===== config.mk =====
export PLATFORM = sky130hd
export DESIGN_NAME = rv_ex_top
export DESIGN_NICKNAME = d
export VERILOG_FILES = /design/src/rv_ex_pkg.sv /design/src/rv_ex_ifs.sv /design/src/alu.sv /design/src/forward_unit.sv /design/src/ex_mux.sv /design/src/decode_stage.sv /design/src/reg_file.sv /design/src/execute_stage.sv /design/src/wb_stage.sv /design/src/rv_ex_top.sv
export VERILOG_INCLUDE_DIRS = /design/src
export SDC_FILE = /design/constraint.sdc
export NUM_CORES = 2
export LEC_CHECK = 0
export BUFFER_PORTS_ARGS = -buffer_cell sky130_fd_sc_hd__buf_4
export CAP_MARGIN = 20
export CORE_MARGIN = 1.5
export CORE_UTILIZATION = 60
export DETAILED_ROUTE_END_ITERATION = 8
export PLACE_DENSITY_LB_ADDON = 0.05
export SLEW_MARGIN = 5
export SYNTH_ARGS = -nofsm -noshare
export SYNTH_HDL_FRONTEND = slang
export SYNTH_SLANG_ARGS = --single-unit
export TNS_END_PERCENT = 30

===== constraint.sdc =====
create_clock -name clk -period 9.29 [get_ports clk]
set_input_delay 0.4645 -clock clk [delete_from_list [all_inputs] [get_ports clk]]
set_output_delay 0.4645 -clock clk [all_outputs]
set_load 0.02 [all_outputs]

===== src/rv_ex_macros.svh =====
`ifndef RV_EX_MACROS_SVH
`define RV_EX_MACROS_SVH

// datapath width
`define RV_EX_XLEN 32

// register index width and register count
`define RV_EX_REG_W 5
`define RV_EX_NREGS 32

`endif


===== src/rv_ex_pkg.sv =====
`default_nettype none

`include "rv_ex_macros.svh"

package rv_ex_pkg;

	typedef logic [`RV_EX_XLEN-1:0] data_t;
	typedef logic [`RV_EX_REG_W-1:0] reg_idx_t;

	typedef struct packed {
		logic [6:0] funct7;
		reg_idx_t   rs2;
		reg_idx_t   rs1;
		logic [2:0] funct3;
		reg_idx_t   rd;
		logic [6:0] opcode;
	} instr_t;

	// RV32I major opcodes
	typedef enum logic [6:0] {
		R     = 7'b0110011,
		I     = 7'b0010011,
		B     = 7'b1100011,
		LUI   = 7'b0110111,
		AUIPC = 7'b0010111,
		JAL   = 7'b1101111,
		JALR  = 7'b1100111,
		LOAD  = 7'b0000011,
		STORE = 7'b0100011,
		MEM   = 7'b0001111,
		SYS   = 7'b1110011
	} opcode_e;

	typedef enum logic [3:0] {
		ALU_ADD, ALU_SUB, ALU_SLL, ALU_SLT, ALU_SLTU,
		ALU_XOR, ALU_SRL, ALU_SRA, ALU_OR, ALU_AND,
		ALU_EQ, ALU_NE, ALU_LT, ALU_GE, ALU_LTU, ALU_GEU
	} alu_op_e;

	typedef logic [1:0] fwd_sel_t;
	localparam fwd_sel_t FWD_RS  = 2'b00;
	localparam fwd_sel_t FWD_EX  = 2'b10;
	localparam fwd_sel_t FWD_MEM = 2'b11;

	typedef logic [1:0] opnd_sel_t;
	localparam opnd_sel_t SEL_ZERO   = 2'b00;
	localparam opnd_sel_t SEL_REG    = 2'b10;
	localparam opnd_sel_t SEL_PC_IMM = 2'b11;

	localparam data_t ZERO = '0;

endpackage

`default_nettype wire


===== src/rv_ex_ifs.sv =====
`default_nettype none

// decoded instruction from decode to execute
interface dec_ex_if;
	import rv_ex_pkg::*;

	logic     valid;
	logic     ready;
	data_t    pc;
	data_t    imm;
	reg_idx_t rs1;
	reg_idx_t rs2;
	reg_idx_t rd;
	opcode_e  opcode;
	alu_op_e  alu_op;
	logic     we;

	modport src (output valid, pc, imm, rs1, rs2, rd, opcode, alu_op, we, input ready);
	modport dst (input valid, pc, imm, rs1, rs2, rd, opcode, alu_op, we, output ready);

endinterface

// computed result from execute to writeback
interface ex_wb_if;
	import rv_ex_pkg::*;

	logic     valid;
	logic     ready;
	data_t    pc;
	reg_idx_t rd;
	logic     we;
	data_t    result;

	modport src (output valid, pc, rd, we, result, input ready);
	modport dst (input valid, pc, rd, we, result, output ready);

endinterface

`default_nettype wire


===== src/alu.sv =====
`default_nettype none

module alu (
	input  rv_ex_pkg::alu_op_e op,
	input  rv_ex_pkg::data_t   a,
	input  rv_ex_pkg::data_t   b,
	output rv_ex_pkg::data_t   result
);
	import rv_ex_pkg::*;

	logic [4:0] shamt;
	logic       lt_s;
	logic       lt_u;

	assign shamt = b[4:0];
	assign lt_s  = $signed(a) < $signed(b);
	assign lt_u  = a < b;

	always_comb begin
		case (op)
			ALU_ADD:  result = a + b;
			ALU_SUB:  result = a - b;
			ALU_SLL:  result = a << shamt;
			ALU_SLT:  result = data_t'(lt_s);
			ALU_SLTU: result = data_t'(lt_u);
			ALU_XOR:  result = a ^ b;
			ALU_SRL:  result = a >> shamt;
			ALU_SRA:  result = data_t'($signed(a) >>> shamt);
			ALU_OR:   result = a | b;
			ALU_AND:  result = a & b;
			ALU_EQ:   result = data_t'(a == b);
			ALU_NE:   result = data_t'(a != b);
			ALU_LT:   result = data_t'(lt_s);
			ALU_GE:   result = data_t'(!lt_s);
			ALU_LTU:  result = data_t'(lt_u);
			ALU_GEU:  result = data_t'(!lt_u);
			default:  result = ZERO;
		endcase
	end

endmodule

`default_nettype wire


===== src/forward_unit.sv =====
`default_nettype none

module forward_unit (
	input  rv_ex_pkg::opcode_e  opcode,
	input  rv_ex_pkg::reg_idx_t rs1,
	input  rv_ex_pkg::reg_idx_t rs2,
	input  wire                 ex_valid,
	input  wire                 ex_we,
	input  rv_ex_pkg::reg_idx_t ex_rd,
	input  wire                 mem_valid,
	input  wire                 mem_we,
	input  rv_ex_pkg::reg_idx_t mem_rd,
	output rv_ex_pkg::fwd_sel_t fwd_a,
	output rv_ex_pkg::fwd_sel_t fwd_b
);
	import rv_ex_pkg::*;

	logic uses_rs1;
	logic uses_rs2;

	// younger producer wins
	function automatic fwd_sel_t pick(input logic used, input reg_idx_t rs);
		if (!used || rs == '0) begin
			return FWD_RS;
		end
		if (ex_valid && ex_we && ex_rd == rs) begin
			return FWD_EX;
		end
		if (mem_valid && mem_we && mem_rd == rs) begin
			return FWD_MEM;
		end
		return FWD_RS;
	endfunction

	assign uses_rs1 = opcode inside {R, I, B, LOAD, STORE};
	assign uses_rs2 = opcode inside {R, B};

	assign fwd_a = pick(uses_rs1, rs1);
	assign fwd_b = pick(uses_rs2, rs2);

endmodule

`default_nettype wire


===== src/ex_mux.sv =====
`default_nettype none

module ex_mux (
	input  rv_ex_pkg::opcode_e  opcode,
	input  rv_ex_pkg::data_t    pc,
	input  rv_ex_pkg::data_t    rs1,
	input  rv_ex_pkg::data_t    rs2,
	input  rv_ex_pkg::data_t    imm,
	input  rv_ex_pkg::data_t    ex_ex_fwd_data,
	input  rv_ex_pkg::data_t    mem_ex_fwd_data,
	input  rv_ex_pkg::fwd_sel_t fwd_a,
	input  rv_ex_pkg::fwd_sel_t fwd_b,
	output rv_ex_pkg::data_t    a_out,
	output rv_ex_pkg::data_t    b_out
);
	import rv_ex_pkg::*;

	opnd_sel_t a_sel;
	opnd_sel_t b_sel;

	function automatic data_t pick_src(input opnd_sel_t sel, input data_t rs, input data_t alt);
		case (sel)
			SEL_REG:    return rs;
			SEL_PC_IMM: return alt;
			default:    return ZERO;
		endcase
	endfunction

	function automatic data_t pick_fwd(input fwd_sel_t sel, input data_t src);
		case (sel)
			FWD_EX:  return ex_ex_fwd_data;
			FWD_MEM: return mem_ex_fwd_data;
			default: return src;
		endcase
	endfunction

	always_comb begin
		a_sel = SEL_ZERO;
		b_sel = SEL_ZERO;
		case (opcode)
			R, B: begin
				a_sel = SEL_REG;
				b_sel = SEL_REG;
			end
			I, LOAD, STORE: begin // rs1 + imm
				a_sel = SEL_REG;
				b_sel = SEL_PC_IMM;
			end
			LUI:               b_sel = SEL_PC_IMM; // 0 + imm
			AUIPC, JAL, JALR: begin // pc + imm
				a_sel = SEL_PC_IMM;
				b_sel = SEL_PC_IMM;
			end
			default: ; // MEM, SYS and unknown see zeros
		endcase
	end

	assign a_out = pick_fwd(fwd_a, pick_src(a_sel, rs1, pc));
	assign b_out = pick_fwd(fwd_b, pick_src(b_sel, rs2, imm));

endmodule

`default_nettype wire


===== src/decode_stage.sv =====
`default_nettype none

module decode_stage (
	input  wire                 clk,
	input  wire                 rst_n,
	input  wire                 in_valid,
	output logic                in_ready,
	input  rv_ex_pkg::instr_t   in_instr,
	input  rv_ex_pkg::data_t    in_pc,
	dec_ex_if.src               dec
);
	import rv_ex_pkg::*;

	opcode_e op;
	data_t   imm_d;
	alu_op_e alu_d;
	logic    we_d;

	function automatic alu_op_e arith_op(input logic [2:0] f3, input logic alt);
		case (f3)
			3'b000:  return alt ? ALU_SUB : ALU_ADD;
			3'b001:  return ALU_SLL;
			3'b010:  return ALU_SLT;
			3'b011:  return ALU_SLTU;
			3'b100:  return ALU_XOR;
			3'b101:  return alt ? ALU_SRA : ALU_SRL;
			3'b110:  return ALU_OR;
			default: return ALU_AND;
		endcase
	endfunction

	function automatic alu_op_e branch_op(input logic [2:0] f3);
		case (f3)
			3'b000:  return ALU_EQ;
			3'b001:  return ALU_NE;
			3'b100:  return ALU_LT;
			3'b101:  return ALU_GE;
			3'b110:  return ALU_LTU;
			3'b111:  return ALU_GEU;
			default: return ALU_ADD; // reserved funct3
		endcase
	endfunction

	assign op       = opcode_e'(in_instr.opcode);
	assign in_ready = !dec.valid || dec.ready;

	always_comb begin
		imm_d = ZERO;
		alu_d = ALU_ADD;
		we_d  = 1'b0;
		case (op)
			R: begin
				alu_d = arith_op(in_instr.funct3, in_instr.funct7[5]);
				we_d  = 1'b1;
			end
			I: begin
				imm_d = {{20{in_instr[31]}}, in_instr[31:20]};
				alu_d = arith_op(in_instr.funct3,
					in_instr.funct3 == 3'b101 && in_instr.funct7[5]); // srai only
				we_d  = 1'b1;
			end
			B: begin
				imm_d = {{19{in_instr[31]}}, in_instr[31], in_instr[7], in_instr[30:25],
					in_instr[11:8], 1'b0};
				alu_d = branch_op(in_instr.funct3);
			end
			LUI, AUIPC: begin
				imm_d = {in_instr[31:12], 12'b0};
				we_d  = 1'b1;
			end
			JAL, JALR: begin
				imm_d = 32'd4; // link value is pc + 4
				we_d  = 1'b1;
			end
			LOAD:    imm_d = {{20{in_instr[31]}}, in_instr[31:20]};
			STORE:   imm_d = {{20{in_instr[31]}}, in_instr[31:25], in_instr[11:7]};
			default: ;
		endcase
		we_d = we_d && (in_instr.rd != '0);
	end

	always_ff @(posedge clk or negedge rst_n) begin
		if (!rst_n) begin
			dec.valid <= 1'b0;
		end else if (in_valid && in_ready) begin
			dec.valid <= 1'b1;
		end else if (dec.ready) begin
			dec.valid <= 1'b0;
		end
	end

	always_ff @(posedge clk) begin
		if (in_valid && in_ready) begin
			dec.pc     <= in_pc;
			dec.imm    <= imm_d;
			dec.rs1    <= in_instr.rs1;
			dec.rs2    <= in_instr.rs2;
			dec.rd     <= in_instr.rd;
			dec.opcode <= op;
			dec.alu_op <= alu_d;
			dec.we     <= we_d;
		end
	end

	a_dec_hold: assert property (@(posedge clk) disable iff (!rst_n)
		dec.valid && !dec.ready |=> dec.valid && $stable({dec.pc, dec.imm, dec.rs1,
			dec.rs2, dec.rd, dec.opcode, dec.alu_op, dec.we}));

endmodule

`default_nettype wire


===== src/reg_file.sv =====
`default_nettype none

`include "rv_ex_macros.svh"

module reg_file (
	input  wire                 clk,
	input  wire                 rst_n,
	input  rv_ex_pkg::reg_idx_t rd_addr_a,
	input  rv_ex_pkg::reg_idx_t rd_addr_b,
	output rv_ex_pkg::data_t    rd_data_a,
	output rv_ex_pkg::data_t    rd_data_b,
	input  wire                 wr_en,
	input  rv_ex_pkg::reg_idx_t wr_addr,
	input  rv_ex_pkg::data_t    wr_data
);
	import rv_ex_pkg::*;

	data_t regs [`RV_EX_NREGS];
	logic  wr_live;

	assign wr_live = wr_en && (wr_addr != '0); // x0 is never written

	function automatic data_t read_port(input reg_idx_t addr);
		return (wr_live && wr_addr == addr) ? wr_data : regs[addr];
	endfunction

	always_ff @(posedge clk or negedge rst_n) begin
		if (!rst_n) begin
			for (int i = 0; i < `RV_EX_NREGS; i++) begin
				regs[i] <= ZERO;
			end
		end else if (wr_live) begin
			regs[wr_addr] <= wr_data;
		end
	end

	assign rd_data_a = read_port(rd_addr_a);
	assign rd_data_b = read_port(rd_addr_b);

	a_x0_zero: assert property (@(posedge clk) disable iff (!rst_n)
		(rd_addr_a == '0 |-> rd_data_a == ZERO) and (rd_addr_b == '0 |-> rd_data_b == ZERO));

endmodule

`default_nettype wire


===== src/execute_stage.sv =====
`default_nettype none

module execute_stage (
	input  wire                 clk,
	input  wire                 rst_n,
	dec_ex_if.dst               dec,
	ex_wb_if.src                exo,
	output rv_ex_pkg::reg_idx_t rf_addr_a,
	output rv_ex_pkg::reg_idx_t rf_addr_b,
	input  rv_ex_pkg::data_t    rf_data_a,
	input  rv_ex_pkg::data_t    rf_data_b,
	input  wire                 mem_valid,
	input  wire                 mem_we,
	input  rv_ex_pkg::reg_idx_t mem_rd,
	input  rv_ex_pkg::data_t    mem_result
);
	import rv_ex_pkg::*;

	fwd_sel_t fwd_a;
	fwd_sel_t fwd_b;
	data_t    opnd_a;
	data_t    opnd_b;
	data_t    alu_res;

	assign rf_addr_a = dec.rs1;
	assign rf_addr_b = dec.rs2;
	assign dec.ready = !exo.valid || exo.ready;

	forward_unit u_forward_unit (
		.opcode    (dec.opcode),
		.rs1       (dec.rs1),
		.rs2       (dec.rs2),
		.ex_valid  (exo.valid), // own slot is the ex forward source
		.ex_we     (exo.we),
		.ex_rd     (exo.rd),
		.mem_valid (mem_valid),
		.mem_we    (mem_we),
		.mem_rd    (mem_rd),
		.fwd_a     (fwd_a),
		.fwd_b     (fwd_b)
	);

	ex_mux u_ex_mux (
		.opcode          (dec.opcode),
		.pc              (dec.pc),
		.rs1             (rf_data_a),
		.rs2             (rf_data_b),
		.imm             (dec.imm),
		.ex_ex_fwd_data  (exo.result),
		.mem_ex_fwd_data (mem_result),
		.fwd_a           (fwd_a),
		.fwd_b           (fwd_b),
		.a_out           (opnd_a),
		.b_out           (opnd_b)
	);

	alu u_alu (
		.op     (dec.alu_op),
		.a      (opnd_a),
		.b      (opnd_b),
		.result (alu_res)
	);

	always_ff @(posedge clk or negedge rst_n) begin
		if (!rst_n) begin
			exo.valid <= 1'b0;
		end else if (dec.valid && dec.ready) begin
			exo.valid <= 1'b1;
		end else if (exo.ready) begin
			exo.valid <= 1'b0;
		end
	end

	always_ff @(posedge clk) begin
		if (dec.valid && dec.ready) begin
			exo.pc     <= dec.pc;
			exo.rd     <= dec.rd;
			exo.we     <= dec.we;
			exo.result <= alu_res;
		end
	end

	a_no_ex_fwd_empty: assert property (@(posedge clk) disable iff (!rst_n)
		!exo.valid |-> (fwd_a != FWD_EX) && (fwd_b != FWD_EX));

endmodule

`default_nettype wire


===== src/wb_stage.sv =====
`default_nettype none

module wb_stage (
	input  wire                 clk,
	input  wire                 rst_n,
	ex_wb_if.dst                exi,
	output logic                res_valid,
	input  wire                 res_ready,
	output rv_ex_pkg::data_t    res_pc,
	output rv_ex_pkg::reg_idx_t res_rd,
	output logic                res_we,
	output rv_ex_pkg::data_t    res_data,
	output logic                rf_wr_en,
	output rv_ex_pkg::reg_idx_t rf_wr_addr,
	output rv_ex_pkg::data_t    rf_wr_data,
	output logic                mem_valid,
	output logic                mem_we,
	output rv_ex_pkg::reg_idx_t mem_rd,
	output rv_ex_pkg::data_t    mem_result
);
	import rv_ex_pkg::*;

	assign exi.ready = !res_valid || res_ready;

	always_ff @(posedge clk or negedge rst_n) begin
		if (!rst_n) begin
			res_valid <= 1'b0;
		end else if (exi.valid && exi.ready) begin
			res_valid <= 1'b1;
		end else if (res_ready) begin
			res_valid <= 1'b0;
		end
	end

	always_ff @(posedge clk) begin
		if (exi.valid && exi.ready) begin
			res_pc   <= exi.pc;
			res_rd   <= exi.rd;
			res_we   <= exi.we;
			res_data <= exi.result;
		end
	end

	// commit happens on the output handshake
	assign rf_wr_en   = res_valid && res_ready && res_we;
	assign rf_wr_addr = res_rd;
	assign rf_wr_data = res_data;

	assign mem_valid  = res_valid;
	assign mem_we     = res_we;
	assign mem_rd     = res_rd;
	assign mem_result = res_data;

	a_res_hold: assert property (@(posedge clk) disable iff (!rst_n)
		res_valid && !res_ready |=> res_valid);

endmodule

`default_nettype wire


===== src/rv_ex_top.sv =====
`default_nettype none

module rv_ex_top (
	input  wire                 clk,
	input  wire                 rst_n,
	input  wire                 in_valid,
	output logic                in_ready,
	input  rv_ex_pkg::instr_t   in_instr,
	input  rv_ex_pkg::data_t    in_pc,
	output logic                res_valid,
	input  wire                 res_ready,
	output rv_ex_pkg::data_t    res_pc,
	output rv_ex_pkg::reg_idx_t res_rd,
	output logic                res_we,
	output rv_ex_pkg::data_t    res_data
);
	import rv_ex_pkg::*;

	reg_idx_t rf_addr_a;
	reg_idx_t rf_addr_b;
	data_t    rf_data_a;
	data_t    rf_data_b;
	logic     rf_wr_en;
	reg_idx_t rf_wr_addr;
	data_t    rf_wr_data;

	logic     mem_valid; // writeback slot snoop
	logic     mem_we;
	reg_idx_t mem_rd;
	data_t    mem_result;

	dec_ex_if u_dec_ex_if ();
	ex_wb_if  u_ex_wb_if ();

	decode_stage u_decode_stage (
		.clk      (clk),
		.rst_n    (rst_n),
		.in_valid (in_valid),
		.in_ready (in_ready),
		.in_instr (in_instr),
		.in_pc    (in_pc),
		.dec      (u_dec_ex_if)
	);

	reg_file u_reg_file (
		.clk       (clk),
		.rst_n     (rst_n),
		.rd_addr_a (rf_addr_a),
		.rd_addr_b (rf_addr_b),
		.rd_data_a (rf_data_a),
		.rd_data_b (rf_data_b),
		.wr_en     (rf_wr_en),
		.wr_addr   (rf_wr_addr),
		.wr_data   (rf_wr_data)
	);

	execute_stage u_execute_stage (
		.clk        (clk),
		.rst_n      (rst_n),
		.dec        (u_dec_ex_if),
		.exo        (u_ex_wb_if),
		.rf_addr_a  (rf_addr_a),
		.rf_addr_b  (rf_addr_b),
		.rf_data_a  (rf_data_a),
		.rf_data_b  (rf_data_b),
		.mem_valid  (mem_valid),
		.mem_we     (mem_we),
		.mem_rd     (mem_rd),
		.mem_result (mem_result)
	);

	wb_stage u_wb_stage (
		.clk        (clk),
		.rst_n      (rst_n),
		.exi        (u_ex_wb_if),
		.res_valid  (res_valid),
		.res_ready  (res_ready),
		.res_pc     (res_pc),
		.res_rd     (res_rd),
		.res_we     (res_we),
		.res_data   (res_data),
		.rf_wr_en   (rf_wr_en),
		.rf_wr_addr (rf_wr_addr),
		.rf_wr_data (rf_wr_data),
		.mem_valid  (mem_valid),
		.mem_we     (mem_we),
		.mem_rd     (mem_rd),
		.mem_result (mem_result)
	);

endmodule

`default_nettype wire


**After elaboration in Yosys (flattened, before gate mapping)**

Cells that the tools add are included.

- Input bits: 68
- Bits in registers: 1258
- Output and inout bits: 72

- Mux-type cells: 58
- Equality and inequality tests: 54
- Magnitude comparators: 6
- Add/sub/neg operators: 2
- Shift-type cells: 3
- Reductions and logical operators: 50
- Bitwise operators: 6

Operators by type and width:

| operator | number |
|---|---|
| bitwise mux 1024 bit | 1 |
| one-hot mux 32 bit (14 select lines) | 1 |
| binary-select mux 32 bit (select 5 bit) | 2 |
| one-hot mux 32 bit (2 select lines) | 4 |
| two-way mux 32 bit | 7 |
| demux 32 bit (select 5 bit) | 1 |
| one-hot mux 32 bit (5 select lines) | 1 |
| < comparator 32 bit | 2 |
| one-hot mux 4 bit (7 select lines) | 2 |
| equality test 7 x 6 -> 1 bit, second input constant | 6 |
| equality test 7 bit, second input constant | 6 |
| adder 32 bit | 1 |
| bitwise AND 32 bit | 1 |
| equality test 32 bit | 1 |
| equality test 4 bit, second input constant | 8 |
| inequality test 32 bit | 1 |
| OR 32 bit | 1 |
| left shift 32 x 5 -> 32 bit | 1 |
| right shift 32 x 5 -> 32 bit | 1 |
| >>> shifter 32 x 5 -> 32 bit | 1 |
| subtractor 32 bit | 1 |
| bitwise XOR 32 bit | 1 |
| equality test 7 x 5 -> 1 bit, second input constant | 4 |
| two-way mux 2 bit | 12 |
| other kinds (29) | 112 |

**Longest topological paths before layout**

- Depth in word-level cells: 16
- Mapped depth: 31
- Mapped depth without buffers: 23

**Modules after synthesis**

From an unflattened synthesis, not the netlist that was laid out.

- Cell total of the unflattened synthesis: 5409
- Area, all modules: 72929.9 µm²

Modules (own cells, without submodules):

| module | area each (µm²) | cells an instance | times used |
|---|---|---|---|
| reg_file | 53445.0 | 3483 | 1 |
| alu | 8872.3 | 1227 | 1 |
| decode_stage | 3357.0 | 184 | 1 |
| wb_stage | 2732.6 | 151 | 1 |
| execute_stage | 2230.9 | 84 | 1 |
| ex_mux | 1978.1 | 236 | 1 |
| forward_unit | 314.1 | 44 | 1 |

**Least setup slack after synthesis**

Ideal clock, no wire load.

- Path kind: register to register
- Start point: reg u_decode_stage.dec.rs2[0]
- End point: reg u_execute_stage.exo.result[30], data pin
- Buffers on the path: 6
- Library setup time: 0.254 ns
- Arrival: 6.257 ns
- Slack: 2.779 ns
- Clock period less this slack: 6.511 ns
- Cell stages (with the launch flop): 28
- Cell sequence: edfxtp_1 > buf_6 > buf_2 > buf_2 > clkbuf_1 > buf_1 > mux4_2 > a22oi_1 > o21ai_0 > o21ai_0 > nor2_1 > a21oi_1 > o21ai_0 > o21a_1 > ha_1 > clkbuf_1 > inv_1 > a21oi_1 > o21bai_1 > o41ai_1 > a31oi_1 > a221o_1 > a211oi_1 > nor3b_1 > o41a_1 > and3_1 > or4_1 > a21o_1

- Word-level cells in the longest chain between the ends: 12
- Elaborated cells between the ends (all ways): 36
- Classes of those cells: add/sub: 2; eq/ne: 4; shift: 3; mux: 18; bitwise: 4; reduce/logical: 5

RTL lines:

| what | RTL line | text |
|---|---|---|
| from (decl) | rv_ex_ifs.sv:18 | `modport src (output valid, pc, imm, rs1, rs2, rd, opcode, alu_op, we, input ready);` |
| equality test 5 bit | forward_unit.sv:29, reg_file.sv:24 |  |
| logical AND 1 bit | forward_unit.sv:29 | `if (mem_valid && mem_we && mem_rd == rs) begin` |
| two-way mux 1 bit (2 in series) | forward_unit.sv:29 |  |
| two-way mux 1 bit | forward_unit.sv:26 | `if (ex_valid && ex_we && ex_rd == rs) begin` |
| two-way mux 2 bit | forward_unit.sv:32 | `return FWD_RS;` |
| two-way mux 2 bit | forward_unit.sv:29 |  |
| two-way mux 2 bit | forward_unit.sv:26 |  |
| equality test 2 bit | ex_mux.sv:30 | `case (sel)` |
| one-hot mux 32 bit (2 select lines) * | ex_mux.sv:30 |  |
| subtractor 32 bit (tied with other cells) | alu.sv:22 | `ALU_SUB: result = a - b;` |
| one-hot mux 32 bit (14 select lines) * | alu.sv:20 | `case (op)` |
| named net u_execute_stage.alu_res[30] | execute_stage.sv:23 | `data_t alu_res;` |
| to (signal assigned) | execute_stage.sv:79 | `exo.result <= alu_res;` |
| to (decl) | rv_ex_ifs.sv:34 | `modport src (output valid, pc, rd, we, result, input ready);` |

Mark *: on every way through the listed nets, which the timed path passes. The rest lies on a longest branch. The select of a mux whose other input is x is not followed.
A chain may end at the register's enable or synchronous reset.

**Final worst setup path**

- Start point: reg u_wb_stage.res_rd[2], in the netlist u_wb_stage.mem_rd[2]
- End point: reg u_execute_stage.exo.result[0], data pin

- Word-level cells in the longest chain between the ends: 13
- Elaborated cells between the ends (all ways): 47
- Classes of those cells: add/sub: 2; order compare: 2; eq/ne: 8; shift: 3; mux: 21; bitwise: 3; reduce/logical: 8

RTL lines:

| what | RTL line | text |
|---|---|---|
| from (decl) | wb_stage.sv:10 | `output rv_ex_pkg::reg_idx_t res_rd,` |
| from (signal assigned) | wb_stage.sv:38 | `res_rd <= exi.rd;` |
| equality test 5 bit | forward_unit.sv:29, reg_file.sv:24 |  |
| logical AND 1 bit | forward_unit.sv:29 |  |
| two-way mux 1 bit (2 in series) | forward_unit.sv:29 |  |
| two-way mux 1 bit | forward_unit.sv:26 |  |
| two-way mux 2 bit | forward_unit.sv:32 |  |
| two-way mux 2 bit | forward_unit.sv:29 |  |
| two-way mux 2 bit | forward_unit.sv:26 |  |
| equality test 2 bit | ex_mux.sv:30 |  |
| one-hot mux 32 bit (2 select lines) | ex_mux.sv:30 |  |
| < comparator 32 bit (on tied branches) | alu.sv:17, alu.sv:16 |  |
| logical NOT 1 bit (on tied branches) | alu.sv:36, alu.sv:34 |  |
| one-hot mux 32 bit (14 select lines) * | alu.sv:20 |  |
| named net u_execute_stage.alu_res[0] | execute_stage.sv:23 |  |

Marked as above.

==> impl_results.md <==
- FF+latch count, synth: about 1300
- WHS Endpoint: u_decode_stage.dec.imm[14]
- Nets@finish: between 5000 and 6000
- Yosys warnings: 0
- CTS Buf Count: approximately 140
- Worst vdd ir: roughly 0.19 mV
- Final hold violation count: 0
- Compound-Gate Fraction of Synth Area: about 11%
- Slew Viols, Final: 0
- Crit-path max cell delay: about 0.79 ns
- Syn Nets: ~5900
- CTS tree: built
- CP endpoint kind: register
- DR pass1 iterations: 6
- Boundary pin count: between 100 and 150
- Cells after Synth: 5772
- Post-Synth XOR/XNOR Area: 0.649%
- Syn_area_per_cell: between 10 and 15 um^2
- Comb power frac: 20.0%
- Detail Placement HPWL: about 160000 um
- Critical path class: reg2reg
- Critical-path top delay cell: or2_2
- Internal: roughly 11 mW
- Cell Count, Final, Fillers Out: approximately 7400
- Area leader, netlist: dfrtp_1
- Die ar.: between 0.1 and 0.15 mm^2
- GRT Util Overall: roughly 43%
- Cells along the critical path: or3_1 -> o311ai_2 -> or2_2 -> o22ai_1 -> o211ai_1 -> o221ai_1 -> inv_1 -> ha_1 -> nor2b_1 -> o21ai_0 -> a21oi_1 -> o41ai_1 -> a31oi_1 -> a221o_1 -> a211oi_1 -> buf_4 -> nor2_1 -> nor4_1 -> mux2_2 -> o32a_1
- Status: finished clean
- MaxCap Viol Count: 0
- Clock share of power: between 30% and 40%
- Pleak: roughly 35 nW
- Cell Pwr Density: about 200 mW/mm^2
- R2R depth: 20
- Initial drt markers: between 7000 and 8000
- Final ANT Viol Nets: 0
- Synth top area cells: dfrtp_1 35%, mux2_2 15%, mux4_2 13%
- Core outline area: between 0.1 and 0.15 mm^2
- Synth Cell Area: 0.0728 mm^2
- Gr ovfl total: 0
- Worst setup SP type: register
- Worst EP required: about 9.9 ns
- Measured slew at the worst slew-check pin: around 1.3 ns
- Synth Flop Type: dfrtp_1
- CTS resizes: 0
- DRC: 0
- Final setup fails: 0
- Root buf cell: clkbuf_16
- Via density: around 7.4
- Routed length per placed instance: 35.2 um
- Max_slew headroom: about an eighth
- Worst hold start: in_instr[14]
- Overall power: between 15 and 20 mW
- Clock-pin slew on the worst setup and hold paths: ~0.07 ns
- Synthesized-area fraction occupied by adder cells: under 10%
- Worst Skew: approximately 0.039 ns
- Buffers on Ports: between 100 and 150
- Final Cycle Share: between 90 and 100%
- Unrepaired setup endpoints after global routing: false
- Placed cell count: slightly above 7000
- Setup_tns: 0 ns
- Switch Pwr: around 4.7 mW
- Number of synthesized flops with an enable pin: around 230
- Via count: approximately 55000
- Mux cell area share after synthesis: around 33%
- Die Span X: 351 um
- Worst reg-to-reg setup slack: roughly 0.87 ns
- Main combinational cell family by area after synthesis: multiplexers
- Die height: approximately 350 um
- Arrival @ worst endpoint: between 8 and 9 ns
- Largest net degree at the start of global routing: between 150 and 200
- Starting Density: roughly three fifths
- CTS H-tree lvls: 4
- Routability cong.: 1.09
- Routed Wire Length: around 260000 um
- Fill count: ~9000
- Yosys cell types: 96
- HP Class: in2reg
- Top-area cell type share of the netlist area: between 30% and 40%
- Crit-path max FO: 33
- Share of cells above drive strength 1: about a third
- R2r startpoint: u_wb_stage.mem_rd[2]
- Synth Area in Simple Gates: roughly 4.6%
- Via count of the first global-routing pass: around 53000
- Worst-skew pair later-pin latency: just over 0.8 ns
- Maximum achievable frequency: roughly 0.12 GHz
- FP Rows: approximately 130
- Area Growth Syn to Fin: 10.5%
- CTS Sinks: 1258
- First-pass GRT wire length: 377000 um
- Hold path cells: 2
- Sequential share of power: between 40% and 50%
- Initial antenna violation count: 10
- Async SR Flop Fraction: around four fifths
- Max Root-Sink Buffers: 3
- R2R Path End: u_execute_stage.exo.result[0]
- Fin crit period: 8.42 ns
- Sequential-to-total area share from yosys stat: between 40 and 50%
- Sw frac: 29.5%
-- worst max path at each step --
stage	startpoint	depth (start not counted)	end	slack, ns
floorplan	u_decode_stage.dec.rs2[0]	27	u_execute_stage.exo.result[30]	2.78
global placement	u_wb_stage.mem_rd[2]	20	u_execute_stage.exo.result[0]	1.37
detailed placement	u_wb_stage.mem_rd[2]	20	u_execute_stage.exo.result[0]	1.23
CTS	u_wb_stage.mem_rd[2]	20	u_execute_stage.exo.result[0]	1.22
global route	u_decode_stage.dec.rs1[0]	22	u_execute_stage.exo.result[0]	0.89
finish	u_wb_stage.mem_rd[2]	20	u_execute_stage.exo.result[0]	0.87
-- layer usage --
layer	up-vias	track usage [%]	share of wire (%)
li1	22000	-	-
met2	3534	61.1	43
met4	12	21.8	5.9
met1	28300	58.6	39
met3	805	12.8	12
met5	-	0	0.029
-- through the flow --
stage	instance area (um^2)	worst slack (ns)	util, %	hold WS, ns
global route	80500	0.886	67.0	0.0321
finish	80500	0.868	67.0	0.0261
global placement	75100	1.37	62.5	0.379
detailed placement	75100	1.23	62.6	0.385
floorplan	72800	2.78	-	0.169
CTS	80400	1.22	67.0	0.000542
-- cells by family after synthesis --
family          Yosys count
compound gates         1142
xor+xnor                 54
buf+inv                 699
fa+ha+maj               102
simple gates            735
mux                    1782
flops                  1258
-- cell usage after synthesis (21+ instances only) --
| cell type | n |
|---|---|
| mux2i_1 | 385 |
| inv_1 | 97 |
| nand2b_1 | 29 |
| a21o_1 | 32 |
| o21bai_1 | 21 |
| a221oi_1 | 126 |
| mux2_2 | 989 |
| mux4_2 | 407 |
| a211oi_1 | 27 |
| nor2b_1 | 24 |
| ha_1 | 100 |
| nand2_1 | 198 |
| nor3_1 | 35 |
| buf_1 | 76 |
| dfrtp_1 | 1027 |
| a21oi_1 | 154 |
| edfxtp_1 | 231 |
| and2_1 | 23 |
| o21a_1 | 37 |
| nand3_1 | 37 |
| nor2_1 | 294 |
| a22oi_1 | 139 |
| o211ai_1 | 84 |
| buf_2 | 52 |
| o22ai_1 | 104 |
| o21ai_0 | 212 |
| clkbuf_1 | 418 |
| a22o_1 | 34 |
| buf_4 | 31 |
| xnor2_1 | 37 |
| o221ai_1 | 39 |
-- cells in the final DEF, fill, tap and decap left out, drive strengths merged, types with 29 or more instances in the layout --
cell            n
mux4          407
o22ai         104
mux2i         385
a22o           34
o21a           37
mux2          990
nand3          37
clkinv         34
edfxtp        231
o221ai         40
inv           105
a21oi         156
ha            100
nor2          296
dfrtp        1027
a221oi        129
a22oi         139
o21ai         227
buf           308
nor3           36
clkbuf        200
nand2         198
a21o           32
nand2b         29
o211ai         84
dlygate4sd3    64
xnor2          37
-- state kept, by name (all words and copies together), names as in the netlist, 4 cells and up --
register	cells
u_decode_stage.dec.opcode	7
u_execute_stage.exo.result	32
u_decode_stage.dec.alu_op	4
u_decode_stage.dec.imm	32
u_wb_stage.res_pc	32
u_decode_stage.dec.rs1	5
u_decode_stage.dec.pc	32
u_decode_stage.dec.rs2	5
u_wb_stage.mem_result	32
u_wb_stage.mem_rd	5
u_execute_stage.exo.pc	32
u_reg_file.regs	1024
u_decode_stage.dec.rd	5
u_execute_stage.exo.rd	5
-- power groups by stage --
stage / sequential (mW) / clock (mW) / combinational [mW]
after floorplan: 7.01 / 0 / 2.20
after global placement: 7.18 / 0 / 3.05
after detailed placement: 7.22 / 0 / 3.13
after CTS: 7.13 / 5.74 / 3.16
after global routing: 7.25 / 5.96 / 3.40
final: 7.16 / 5.71 / 3.22
-- area by class of cell --
cell class	count	area (um^2)	area share (%)
Antenna cell	3	7.51	0.00933
Clock buffer	198	4030	5.00
Clock inverter	55	638	0.793
Inverter	102	390	0.485
Multi-Input combinational cell	3815	37500	46.6
Sequential cell	1258	32600	40.5
Tap cell	1612	2020	2.51
Timing Repair Buffer	374	3250	4.04
-- critical path, delay by kind of cell, from the launching register on --
kind            cells  cell delay (ns)
buf+inv             2             0.40
mux                 1             0.43
simple gates        5             2.24
compound gates     11             4.21
fa+ha+maj           1             0.29
flops               1             0.61
-- repair_timing --
item / CTS / global route
endpoints found under the hold margin: 165 / 0
endpoints found under the setup margin: 0 / 0
hold buffers: 64 / 0
setup buffers: 0 / 0
Note: power is estimated with default switching activity, not from simulation.
